--- src/hdl/soc_bus_pkg.sv ---
// Wishbone classic types for one 64-bit master; no burst, tag or cycle-type fields
package soc_bus_pkg;

  // ----------------------------------------
  // Bus widths
  // ----------------------------------------
  localparam int unsigned ADDR_WIDTH = 32;
  localparam int unsigned DATA_WIDTH = 64;
  localparam int unsigned SEL_WIDTH  = DATA_WIDTH / 8;

  typedef logic [ADDR_WIDTH-1:0] addr_t;
  typedef logic [DATA_WIDTH-1:0] data_t;
  typedef logic [SEL_WIDTH-1:0]  sel_t;

  // ----------------------------------------
  // Wishbone channels
  // ----------------------------------------

  // Master to slave, held stable until ack or err
  typedef struct packed {
    logic  cyc;
    logic  stb;
    logic  we;
    addr_t adr;
    data_t dat;
    sel_t  sel;
  } wb_req_t;

  // Slave to master, ack and err last one cycle
  typedef struct packed {
    logic  ack;
    logic  err;
    data_t dat;
  } wb_rsp_t;

endpackage
--- src/hdl/soc_map_pkg.sv ---
// Fixed memory map; the memory window length comes from MEM_WORDS, the boot image is 16 words
package soc_map_pkg;

  // Decode targets of the fabric
  typedef enum logic [1:0] {
    REGION_ROM,
    REGION_MEM,
    REGION_NONE
  } region_e;

  // Word index inside one region
  typedef logic [23:0] word_index_t;

  localparam soc_bus_pkg::addr_t ROM_BASE   = 32'h0001_0000;
  localparam soc_bus_pkg::addr_t ROM_LENGTH = 32'h0001_0000;
  localparam soc_bus_pkg::addr_t MEM_BASE   = 32'h8000_0000;

  localparam int unsigned ROM_IMAGE_WORDS = 16;

  // Boot image, two instructions per word
  localparam soc_bus_pkg::data_t BOOT_IMAGE [ROM_IMAGE_WORDS] = '{
    64'h0000_0297_f140_2573,
    64'h0182_b283_0202_8593,
    64'h0002_8067_0000_0013,
    64'h8000_0537_0010_0593,
    64'h00b5_3023_0005_3603,
    64'h0006_0463_ffdf_f06f,
    64'h1050_0073_0000_0013,
    64'hdead_beef_cafe_f00d,
    64'h0123_4567_89ab_cdef,
    64'hfedc_ba98_7654_3210,
    64'h5a5a_5a5a_a5a5_a5a5,
    64'h0000_0000_ffff_ffff,
    64'h1111_2222_3333_4444,
    64'h8000_0000_0000_0001,
    64'h0bad_c0de_0000_7777,
    64'h0000_0000_0000_0073
  };

endpackage

--- src/hdl/boot_rom.sv ---
// Read-only image of ROM_IMAGE_WORDS words; adr is a word index, writes are not expected
`timescale 1ns/10ps

module boot_rom (
  input  logic                 clk_i,
  input  logic                 rst_ni,
  input  soc_bus_pkg::wb_req_t req_i,
  output soc_bus_pkg::wb_rsp_t rsp_o
);

  localparam int unsigned IDX_W = $clog2(soc_map_pkg::ROM_IMAGE_WORDS);

  logic               access;
  logic               in_image;
  logic               ack_q;
  soc_bus_pkg::data_t rdata;
  soc_bus_pkg::data_t dat_q;

  assign access   = req_i.cyc & req_i.stb & ~ack_q;
  assign in_image = req_i.adr < soc_bus_pkg::addr_t'(soc_map_pkg::ROM_IMAGE_WORDS);

  // Past the image reads as zero
  always_comb begin
    if (in_image) begin
      rdata = soc_map_pkg::BOOT_IMAGE[req_i.adr[IDX_W-1:0]];
    end else begin
      rdata = '0;
    end
  end

  always_ff @(posedge clk_i or negedge rst_ni) begin
    if (!rst_ni) begin
      ack_q <= 1'b0;
    end else begin
      ack_q <= access;
    end
  end

  always_ff @(posedge clk_i) begin
    if (access) begin
      dat_q <= rdata;
    end
  end

  assign rsp_o.ack = ack_q;
  assign rsp_o.err = 1'b0;
  assign rsp_o.dat = dat_q;

endmodule

--- config.mk ---
export PLATFORM = sky130hd
export DESIGN_NAME = boot_rom
export DESIGN_NICKNAME = d
export VERILOG_FILES = /design/src/hdl/soc_bus_pkg.sv /design/src/hdl/soc_map_pkg.sv /design/src/hdl/boot_rom.sv
export SDC_FILE = /design/constraint.sdc
export NUM_CORES = 1
export LEC_CHECK = 0
export BUFFER_PORTS_ARGS = -buffer_cell sky130_fd_sc_hd__buf_2
export CORE_ASPECT_RATIO = 1.1
export CORE_UTILIZATION = 48
export DETAILED_ROUTE_END_ITERATION = 7
export PLACE_DENSITY_LB_ADDON = 0.12
export SYNTH_ARGS = -nofsm -noshare
export SYNTH_HDL_FRONTEND = slang
export SYNTH_SLANG_ARGS = --single-unit
--- constraint.sdc ---
create_clock -name clk_i -period 4.95 [get_ports clk_i]
set_input_delay 0.99 -clock clk_i [delete_from_list [all_inputs] [get_ports clk_i]]
set_output_delay 0.99 -clock clk_i [all_outputs]
set_load 0.005 [all_outputs]
==> Word-level counts from Yosys, hierarchy flattened <==
Memories as Yosys holds them, arrays and structs flattened. A register that Yosys moved wholly into a read port is not among the register bits.
Cells that the tools add are included.
{ "classes": {"reduce_logical": 1, "n_lt_le_gt_ge": 1, "bitwise_logic": 4} }
{ "ops": {"columns": ["operator", "n"], "rows": [
  ["$lt A32 B5 Y1 const B", 1],
  ["$not A4 Y5", 1],
  ["$and A1 B1 Y1", 2],
  ["$logic_not A1 Y1", 1],
  ["$not A1 Y1", 1]
]} }
{ "totals": {"romBits": 1024, "input_bits": 109, "wordCells": 8, "register_bits": 1, "n_memories": 1, "output_inout_bits": 66} }
{ "memory_table": {"columns": ["name", "words", "word_bits", "read_ports", "rd_ports_with_merged_regs", "wr", "line", "source"], "rows": [
  ["(name not given)", 16, 64, 1, 1, 0, "boot_rom.sv:25", "rdata = soc_map_pkg::BOOT_IMAGE[req_i.adr[IDX_W-1:0]];"]
]} }

==> Longest topological paths before layout <==
Gate-level depths: netlist of the first run.
{ "logic_depth": {"depth_word": 2, "depth_mapped": 7, "ltp_nobuf": 6} }

==> Worst setup path after synthesis of the first run <==
No wires, ideal clock.
{ "synth_timing": {"path_kind": "input -> register", "from": "input req_i[106] (netlist bit)", "to": "register dat_q[0] (enable)", "required_ns": 4.475, "setup_ns": 0.475, "stages": 2, "slack_ns": 1.005, "path_buffers": 0, "arrival_time_ns": 3.470, "cell_sequence": "nand2_1 nor2_1"} }
{ "synth_via": {"elab_chain_len": 2} }
{ "synth_rtl": {"columns": ["item", "line", "source"], "rows": [
  ["start: declaration", "boot_rom.sv:7", "input soc_bus_pkg::wb_req_t req_i,"],
  ["$and A1 B1 Y1 (2 in series)", "boot_rom.sv:19", "assign access = req_i.cyc & req_i.stb & ~ack_q;"],
  ["via access", "boot_rom.sv:13", "logic access;"],
  ["end: declaration", "boot_rom.sv:17", "soc_bus_pkg::data_t dat_q;"]
]} }
The timed path passes the listed nets, and every way through them passes these cells.

==> Final worst setup path of the first run <==
{ "layout_timing": {"from": "input req_i[72] (netlist bit)", "to": "register dat_q[41] (data pin)"} }
{ "layout_via": {"elab_chain_len": 2, "elab_cells_between_ends": 3, "classes_between": "order compare (1); bitwise (1); reduce/logical (1)"} }
{ "layout_rtl": {"columns": ["item", "line", "source"], "rows": [
  ["$lt A32 B5 Y1", "boot_rom.sv:20", "assign in_image = req_i.adr < soc_bus_pkg::addr_t'(soc_map_pkg::ROM_IMAGE_WORDS);"],
  ["$logic_not A1 Y1 (no source line)", null, null]
]} }
Several ways; a longest one is shown, not always the timed one.

==> key figures, run 1 <==
Finish
  • Non-Filler Instances: between 400 and 500
  • Post-route cell area: roughly 0.0037 mm²
  • P&R area growth vs syn: 19.14%
  • Share of layout cells above drive strength 1: a little over a third
  • Filler cells: between 500 and 600
  • Post-layout nets: 470
  • Diodes inserted: 0

Min path
  • Worst Hold Class: in -> async

Synth
  • #FFs+latches synth: 58
  • Post-synth EDFFs: 57
  • Top FF cell, synth: edfxtp_1
  • Post-Synth XOR/XNOR Area: 0%
  • Synth area leader: edfxtp_1
  • Synth Area in Adders: 3.604%
  • Synth top area cells: edfxtp_1, a211oi_1, ha_1
  • Mapped Area: between 0.003 and 0.004 mm²
  • Yosys top cell area share: around 55%
  • Syn Nets: between 300 and 400
  • Ys async rst share: under 10%
  • Multiplexer area fraction after synthesis: 1.602%
  • Library cells used by synthesis: 37
  • Avg Inst Size Synth: between 10 and 15 µm²
  • Compound-Gate Fraction of Synth Area: between 15 and 20%
  • Largest family of logic cells by synthesized area: simple AND/OR/NAND/NOR gates
  • Synth Warn #: 0
  • Post-synthesis sequential area ratio: roughly 56%
  • Simple-gate portion of the synthesized area: 16.98%
  • Cell count after synthesis: approximately 270

Timing
  • Least-Margin Pin Slew: 810.9 ps
  • Worst setup margin: 2202 ps
  • RSZ-0062 raised after global routing: false
  • Max transition margin: a little under half
  • Clock skew: ~7.5 ps
  • Period utilization: approximately 56%
  • Final Hold Viols: 0
  • Final Max Slew Viols: 0
  • Sum Neg Setup Slack: 0 ps
  • FMAX: approximately 0.36 GHz
  • Crit path time final: 2748 ps
  • Final number of setup-violating endpoints: 0

Global route
  • First-pass GRT wire length: approximately 11000 µm
  • Global route overflow: 0
  • Largest net degree at the start of global routing: between 50 and 60
  • Global-route usage over all layers: a little over a fifth
  • Initial antenna violation count: 0
  • Vias in the first global route: 2268

Die
  • Core footprint: a little over 0.006 mm²
  • Die width: around 79 µm
  • I/O pin cnt: about 180
  • Initial core utilization: 50.14%
  • Die span in y: around 87 µm
  • Die area: a little under 0.007 mm²
  • Row cnt: 30

Clock network
  • Sinks on Clock Net: slightly below 60
  • CTS H-tree lvls: 3
  • Clk pin slew, worst setup/hold paths: approximately 60 ps
  • Post-CTS Resized: 0
  • CTS Buf Count: 9
  • Hold buffer count at CTS: 0
  • Worst skew pair latency: ~330 ps
  • CTS tree: done
  • Clock Path Buffers: 2
  • Postcts setup bufs: 0
  • CTS root buffer: clkbuf_8

Placement
  • DP HPWL: roughly 4600 µm
  • Placed cell count: approximately 420
  • Gpl congestion: 0.9364
  • Buffers added on ports: 100
  • Placed cell area: ~0.0036 mm²
  • Dpl ws: around 1900 ps

Pwr
  • Max IR drop VDD: around 0.00016 V
  • Power Dens Cells: 271.2 mW/mm²
  • Lkg Pwr: around 0.0014 µW
  • PnR Total Power: ~1000 µW

Setup path
  • Critical-path cell list: buf_2, inv_1, ha_1, nor2b_1, o21ai_0, a211oi_1
  • Max incr delay on CP: roughly 460 ps
  • Arr. time, crit path: between 2000 and 3000 ps
  • CP max FO: 18
  • Critical Path Start Type: input port
  • CP Capture Type: flop
  • Worst path slowest cell: nor2b_1
  • Critical Path RT: 5100 ps
  • Kind of critical path: in -> reg

Drt
  • Vias: 2423
  • # DRC: 0
  • DR WL/cell: ~16 µm
  • Iteration-0 DRC Markers: roughly 170
  • Number of routed nets with antenna violations: 0
  • Drt total wl: slightly below 7000 µm
  • DRT Pass-1 Iters: 4
  • Via/cell ratio: between 5 and 6

Run
  • Max_cap viols: 0

Outcome
  • Status: finished, final reports clean
cell type report:
cell class / instances / area (µm²) / area share (%)
clock inverter: 4 / 18.77 / 0.5042
multi-input combinational: 173 / 1182 / 31.76
clock buffer: 12 / 135.1 / 3.630
inverter: 7 / 26.28 / 0.7059
sequential: 58 / 1737 / 46.66
timing repair buffer: 103 / 523.0 / 14.05
tap: 80 / 100.1 / 2.689
flip-flops by register name, summed over array words and instances, names as in the netlist:
name and flops:
dat_q 57, ack_q 1
report_power, final:
| part | switching [µW] | leakage, µW | internal (µW) |
|---|---|---|---|
| Clock | 172 | 0.0000731 | 177 |
| Sequential | 2.84 | 0.000604 | 548 |
| Combinational | 70.3 | 0.000758 | 39.6 |
metrics by stage:
stage / util [%] / hold WS [ps]
floorplan: - / 694.4
global placement: 57.27 / 766.2
detailed placement: 57.27 / 767.7
global route: 59.74 / 414.2
CTS: 59.74 / 411.9
finish: 59.74 / 417.0
worst max-delay path: cells and delay by family:
kind                       cells  cell delay (ps)
AOI/OAI and AO/OA              2              550
buffers and inverters          2              440
adders and majority gates      1              450
and+or+nand+nor                1              460
layer usage:
metal / track usage, % / routed length, µm / vias up
met2: 32.49 / 3029 / 110
met5: 0 / 0 / -
met1: 30.58 / 3126 / 1107
met4: 10.74 / 152 / 0
met3: 4.526 / 573 / 14
li1: - / - / 1192
path summary, 6_finish.rpt:
| path | startpoint | end | slack (ps) | cells past startpoint |
|---|---|---|---|---|
| worst min-delay path | rst_ni | ack_q$_DFF_PN0_ | 420 | 1 |
| max in group asynchronous | rst_ni | ack_q$_DFF_PN0_ | 4450 | 1 |
| worst max-delay path | req_i[72] | dat_q[41]$_SDFFCE_PP0P_ | 2200 | 6 |
| worst max register to register | ack_q$_DFF_PN0_ | dat_q[29]$_SDFFCE_PP0P_ | 3480 | 2 |
| worst min register to register | ack_q$_DFF_PN0_ | ack_q$_DFF_PN0_ | 900 | 2 |
| min in group clk_i | ack_q$_DFF_PN0_ | ack_q$_DFF_PN0_ | 900 | 2 |
cell usage after synthesis (6+ instances only):
master      n
a21oi_1     6
nor2_1      9
clkbuf_1    8
ha_1        9
edfxtp_1   57
a2111oi_2   6
nor3_1     19
a211oi_1   23
nor4_1     17
nand2b_1    9
buf_2      12
nand2_1    17
o21ai_0    14
buf_4      10
inv_1       7
nor2b_1     8
layout by cell type, fill, tap and decap left out, types with 9 or more instances in the layout:
master    instances
a211oi_1         23
buf_2           100
clkbuf_8          9
edfxtp_1         57
ha_1              9
nand2_1          17
nand2b_1          9
nor3_1           19
nor4_1           17
o21ai_0          14
cell families (layout without fill, tap and decap cells):
logic type | Yosys count | after routing
and+or+nand+nor | 98 | 98
AOI/OAI and AO/OA | 60 | 60
buffers and inverters | 40 | 126
adders and majority gates | 9 | 9
muxes | 5 | 5
DFF | 58 | 58
other | 1 | 1
(Power assumes the default switching activity.)
==> run 2: changes to the inputs <==
--- a/config.mk
+++ b/config.mk
@@ -7,7 +7,7 @@
 export LEC_CHECK = 0
 export BUFFER_PORTS_ARGS = -buffer_cell sky130_fd_sc_hd__buf_2
 export CORE_ASPECT_RATIO = 1.1
-export CORE_UTILIZATION = 48
+export CORE_UTILIZATION = 45
 export DETAILED_ROUTE_END_ITERATION = 7
 export PLACE_DENSITY_LB_ADDON = 0.12
 export SYNTH_ARGS = -nofsm -noshare
==> constraint.sdc (replaced) <==
create_clock -name clk_i -period 2.9 [get_ports clk_i]
set_input_delay 0.58 -clock clk_i [delete_from_list [all_inputs] [get_ports clk_i]]
set_output_delay 0.58 -clock clk_i [all_outputs]
set_load 0.005 [all_outputs]
==> run 2 against run 1 <==
Against the previous run:
- sequential power up 71%
- critical path depth rose by 1
- register-to-register slack got worse by 2000 ps
- wire length rose by 4.4%
- via count grew 0.54%
- design area increased by 1.7%
- cell count rose by 1.4%
- critical endpoint is now dat_q[1]$_SDFFCE_PP0P_
==> key figures, run 2 (synthesis gave the netlist of run 1 again) <==
Timing
  • FMAX: 0.4945 GHz
  • Max transition margin: 53.45%
  • Final number of setup-violating endpoints: 0
  • Least-Margin Pin Slew: roughly 700 ps
  • Final Hold Viols: 0
  • Worst hold slack: 547.7 ps
  • Crit path time final: between 2000 and 2500 ps
  • Period utilization: between 60 and 70%
  • Final Max Slew Viols: 0
  • Sum Neg Setup Slack: 0 ps
  • RSZ-0062 raised after global routing: false
  • Clock skew: roughly 3.1 ps

Finish
  • Max reg flops: 57
  • P&R area growth vs syn: 21.19%
  • Post-layout nets: 475
  • Most common cell after layout, fill and taps aside: buf_2
  • Largest regs: dat_q (57), ack_q (1)
  • Most frequent cells in the layout: buf_2, edfxtp_1, a211oi_1
  • Non-Filler Instances: roughly 440
  • Diodes inserted: 0
  • Filler cells: roughly 590
  • Share of layout cells above drive strength 1: 36.84%
  • Largest Register: dat_q

Setup path
  • CP max FO: 11
  • Flop-to-flop setup slack: approximately 1400 ps
  • R2R Path End: dat_q[2]$_SDFFCE_PP0P_
  • CP Capture Type: flop
  • Worst setup path start: req_i[73]
  • Worst path slowest cell: a2111oi_2
  • Arr. time, crit path: between 2000 and 2500 ps
  • Critical Path Start Type: input port
  • Setup crit end: dat_q[1]$_SDFFCE_PP0P_
  • Kind of critical path: in -> reg
  • Max incr delay on CP: roughly 410 ps
  • Critical Path RT: about 3000 ps
  • R2r worst-path depth: 2
  • Worst R2R Start: ack_q$_DFF_PN0_
  • Critical-path cell list: buf_2, inv_1, ha_1, buf_4, nand2b_1, a21oi_1, a2111oi_2

Die
  • Initial core utilization: 47.10%
  • Row cnt: 31
  • Die span in y: just under 90 µm
  • Die width: ~81 µm
  • I/O pin cnt: 175
  • Core footprint: ~0.0066 mm²
  • Die area: 0.007280 mm²

Clock network
  • CTS Buf Count: 9
  • Clk pin slew, worst setup/hold paths: ~60 ps
  • Sinks on Clock Net: between 50 and 60
  • CTS tree: done
  • Postcts setup bufs: 0
  • CTS H-tree lvls: 3
  • Worst skew pair latency: between 300 and 400 ps
  • CTS root buffer: clkbuf_8
  • Clock Path Buffers: 2

Pwr
  • Comb power frac: 10.7%
  • P_sw: approximately 420 µW
  • Max IR drop VDD: 0.0002622 V
  • Sw Share: a little under a quarter
  • Lkg Pwr: about 0.0015 µW
  • Internal power: around 1400 µW
  • Power Dens Cells: roughly 480 mW/mm²
  • Clock group share of total power: between 30% and 40%
  • Seq pwr share: 51.9%

Global route
  • Initial antenna violation count: 0
  • Vias in the first global route: about 2200
  • Global route overflow: 0
  • Global-route usage over all layers: between 20% and 30%
  • First-pass GRT wire length: about 11000 µm
  • Largest net degree at the start of global routing: 59

Drt
  • Number of routed nets with antenna violations: 0
  • Iteration-0 DRC Markers: between 150 and 200
  • Drt total wl: roughly 7200 µm
  • # DRC: 0
  • Vias: ~2400
  • Via/cell ratio: between 5 and 6
  • DR WL/cell: between 15 and 20 µm
  • DRT Pass-1 Iters: 4

Placement
  • Buffers added on ports: 100
  • Gpl congestion: 0.9045
  • Placed cell count: 427
  • DP HPWL: about 5000 µm

Outcome
  • Status: finished, final reports clean

Run
  • Max_cap viols: 0

Min path
  • Worst Hold Class: in -> async
==> run 2: cell type report <==
class / instances / area [µm²] / share of cell area (%)
clock buffers: 11 / 131.4 / 3.470
clock inverters: 4 / 43.79 / 1.157
inverters: 7 / 26.28 / 0.6940
multi-input cells: 173 / 1182 / 31.23
flip-flops and latches: 58 / 1737 / 45.87
well taps: 82 / 102.6 / 2.710
repair buffers: 108 / 563.0 / 14.87
==> run 2: what timing repair did <==
item	in CTS	in global routing
hold endpoints to repair	1	0
resized for setup	0	0
hold buffers	1	0
==> run 2: power by group through the flow <==
stage	combinational, µW	clock, µW	sequential [µW]
after CTS	193	697	940
after detailed placement	191	0	957
after global placement	189	0	957
after floorplan	114	0	961
final	193	679	940
after global routing	216	723	941
==> run 2: metrics by stage <==
stage	utilization, %	worst slack [ps]	power (µW)	area (µm²)
floorplan	-	357.7	1075	3127
global placement	54.29	525.2	1146	3601
detailed placement	54.29	546.5	1149	3601
CTS	57.08	904.0	1830	3786
global route	57.08	702.0	1880	3786
finish	57.08	877.6	1812	3786
==> run 2: routing by layer <==
layer  routed length (µm)  global-route usage, %  vias up  share of wire (%)
li1                     -                      -     1200                  -
met4                   95                  7.630        0                1.3
met5                    0                      0        -                  0
met3                  669                  6.939        7                9.3
met2                 3199                  31.36      117                 45
met1                 3222                  28.50     1112                 45
==> run 2: critical path, delay by kind of cell <==
kind,cells,cell delay [ps]
and+or+nand+nor,1,210
AOI/OAI and AO/OA,2,540
buffers and inverters,3,520
adders and majority gates,1,300
==> run 2: worst min path at each step <==
stage                      start              end  slack (ps)
after floorplan           rst_ni  ack_q$_DFF_PN0_         280
final                     rst_ni  ack_q$_DFF_PN0_         550
after global routing      rst_ni  ack_q$_DFF_PN0_         550
after detailed placement  rst_ni  ack_q$_DFF_PN0_         360
after global placement    rst_ni  ack_q$_DFF_PN0_         360
after CTS                 rst_ni  ack_q$_DFF_PN0_         530
==> run 3: changes to the inputs <==
==> constraint.sdc (replaced) <==
create_clock -name clk_i -period 1.9 [get_ports clk_i]
set_input_delay 0.38 -clock clk_i [delete_from_list [all_inputs] [get_ports clk_i]]
set_output_delay 0.38 -clock clk_i [all_outputs]
set_load 0.005 [all_outputs]
==> run 3 against run 2 <==
Against the previous run:
- cell count increased by 6.1%
- critical endpoint is now dat_q[52]$_SDFFCE_PP0P_
- first-iteration DRC count decreased by 2.6%
- wire length increased by 5.1%
- largest cell class unchanged
- global-route usage increased by 1.2 points
- highest routed layer unchanged
- clock power increased by 49%
==> key figures, run 3 (synthesis gave the netlist of run 1 again) <==
Clock network
  • Clock Path Buffers: 2
  • CTS Buf Count: 9
  • CTS root buffer: clkbuf_8
  • Clk pin slew, worst setup/hold paths: 60 ps
  • Worst skew pair latency: between 300 and 400 ps
  • CTS H-tree lvls: 3
  • Sinks on Clock Net: 58
  • Postcts setup bufs: 0
  • CTS tree: done

Setup path
  • Critical Path Start Type: input port
  • Flop-to-flop setup slack: roughly 710 ps
  • Critical Path RT: about 2000 ps
  • R2r worst-path depth: 2
  • CP max FO: 5
  • Max incr delay on CP: ~340 ps
  • CP delay by family, top: compound AO/OA/AOI/OAI gates
  • Kind of critical path: in -> reg
  • Critical-path cell list: buf_2, inv_1, ha_1, nor2b_1, o21ai_0, a211oi_1
  • Arr. time, crit path: about 1800 ps
  • Worst R2R Start: ack_q$_DFF_PN0_
  • Worst path bufs/invs: 2
  • Worst path slowest cell: a211oi_1
  • R2R Path End: dat_q[46]$_SDFFCE_PP0P_
  • CP Capture Type: flop

Pwr
  • Power Dens Cells: between 600 and 700 mW/mm²
  • Max IR drop VDD: 0.0003589 V
  • P_sw: roughly 680 µW
  • Comb power frac: ~12%
  • Internal power: 2111 µW
  • Lkg Pwr: 0.001621 µW
  • Sw Share: between 20% and 30%
  • Seq pwr share: about 51%
  • PnR Total Power: approximately 2800 µW
  • Clock group share of total power: between 30 and 40%

Placement
  • Buffers added on ports: 100
  • DP HPWL: between 5000 and 6000 µm
  • Placed cell count: ~450
  • Placed cell area: ~0.0038 mm²
  • Dpl ws: -116.1 ps
  • Gpl congestion: 0.9128

Timing
  • Worst setup margin: 197.3 ps
  • Final Max Slew Viols: 0
  • Final number of setup-violating endpoints: 0
  • Clock skew: between 6 and 7 ps
  • Final Hold Viols: 0
  • Period utilization: roughly nine tenths
  • RSZ-0062 raised after global routing: false
  • FMAX: 0.5873 GHz
  • Crit path time final: 1703 ps

Finish
  • Post-layout nets: 501
  • Non-Filler Instances: 470
  • P&R area growth vs syn: 28.59%
  • Post-route cell area: 0.004018 mm²
  • Most common cell after layout, fill and taps aside: buf_2
  • Largest Register: dat_q
  • Diodes inserted: 0
  • Most frequent cells in the layout: buf_2, edfxtp_1, buf_4
  • Max reg flops: 57
  • Share of layout cells above drive strength 1: 41.49%
  • Largest regs: dat_q (57), ack_q (1)

Global route
  • First-pass GRT wire length: around 12000 µm
  • Vias in the first global route: around 2300
  • Largest net degree at the start of global routing: between 50 and 60
  • Initial antenna violation count: 0
  • Global route overflow: 0
  • Global-route usage over all layers: 22.29%

Die
  • I/O pin cnt: between 150 and 200
  • Die width: about 81 µm
  • Die span in y: 89.39 µm
  • Die area: approximately 0.0073 mm²
  • Core footprint: around 0.0066 mm²
  • Row cnt: 31
  • Initial core utilization: a little under half

Drt
  • DRT Pass-1 Iters: 4
  • Iteration-0 DRC Markers: 148
  • DR WL/cell: about 16 µm
  • # DRC: 0
  • Drt total wl: about 7600 µm
  • Vias: about 2500
  • Via/cell ratio: ~5.4
  • Number of routed nets with antenna violations: 0

Run
  • Max_cap viols: 0

Outcome
  • Status: finished, final reports clean

Min path
  • Worst Hold Class: in -> async
run 3: layout make-up:
cell class | instances | area, µm²
Fill cell | 575 | 2615
Sequential cell | 58 | 1737
Multi-Input combinational cell | 173 | 1182
Timing Repair Buffer | 134 | 795.8
Clock buffer | 13 | 158.9
Tap cell | 82 | 102.6
Inverter | 7 | 26.28
Clock inverter | 3 | 15.01
run 3: what timing repair did:
item	CTS	global route
hold buffers	1	0
resized for setup	0	0
endpoints found under the hold margin	1	0
run 3: per-layer routing:
| metal | share of wire, % | routed length, µm | vias up | track usage, % |
|---|---|---|---|---|
| li1 | - | - | 1251 | - |
| met1 | 47 | 3534 | 1152 | 29.67 |
| met2 | 46 | 3447 | 111 | 34.77 |
| met3 | 6.3 | 478 | 7 | 6.429 |
| met4 | 1.2 | 91 | 0 | 7.468 |
| met5 | 0 | 0 | - | 0 |
run 3: through the flow:
stage                     utilization [%]  TNS, ps  hold WS (ps)
final                               60.57        0         336.9
after global routing                60.57        0         345.7
after CTS                           60.57        0         332.4
after detailed placement            57.80   -331.3         155.7
after global placement              57.80   -189.1         155.0
after floorplan                         -        0         84.41
run 3: worst max path at each step:
stage,startpoint,end,slack [ps],cells after the start
finish,req_i[73],dat_q[52]$_SDFFCE_PP0P_,200,6
global route,req_i[73],dat_q[52]$_SDFFCE_PP0P_,120,6
CTS,req_i[73],dat_q[52]$_SDFFCE_PP0P_,220,6
detailed placement,req_i[73],dat_q[52]$_SDFFCE_PP0P_,-120,6
global placement,req_i[73],dat_q[17]$_SDFFCE_PP0P_,-40,7
floorplan,req_i[72],dat_q[41]$_SDFFCE_PP0P_,70,6
run 3: power groups by stage:
stage / Sequential [µW] / Clock (µW) / Combinational, µW
floorplan: 1470 / 0 / 175
global placement: 1460 / 0 / 336
detailed placement: 1460 / 0 / 341
CTS: 1430 / 1030 / 344
global route: 1440 / 1080 / 379
finish: 1430 / 1010 / 344
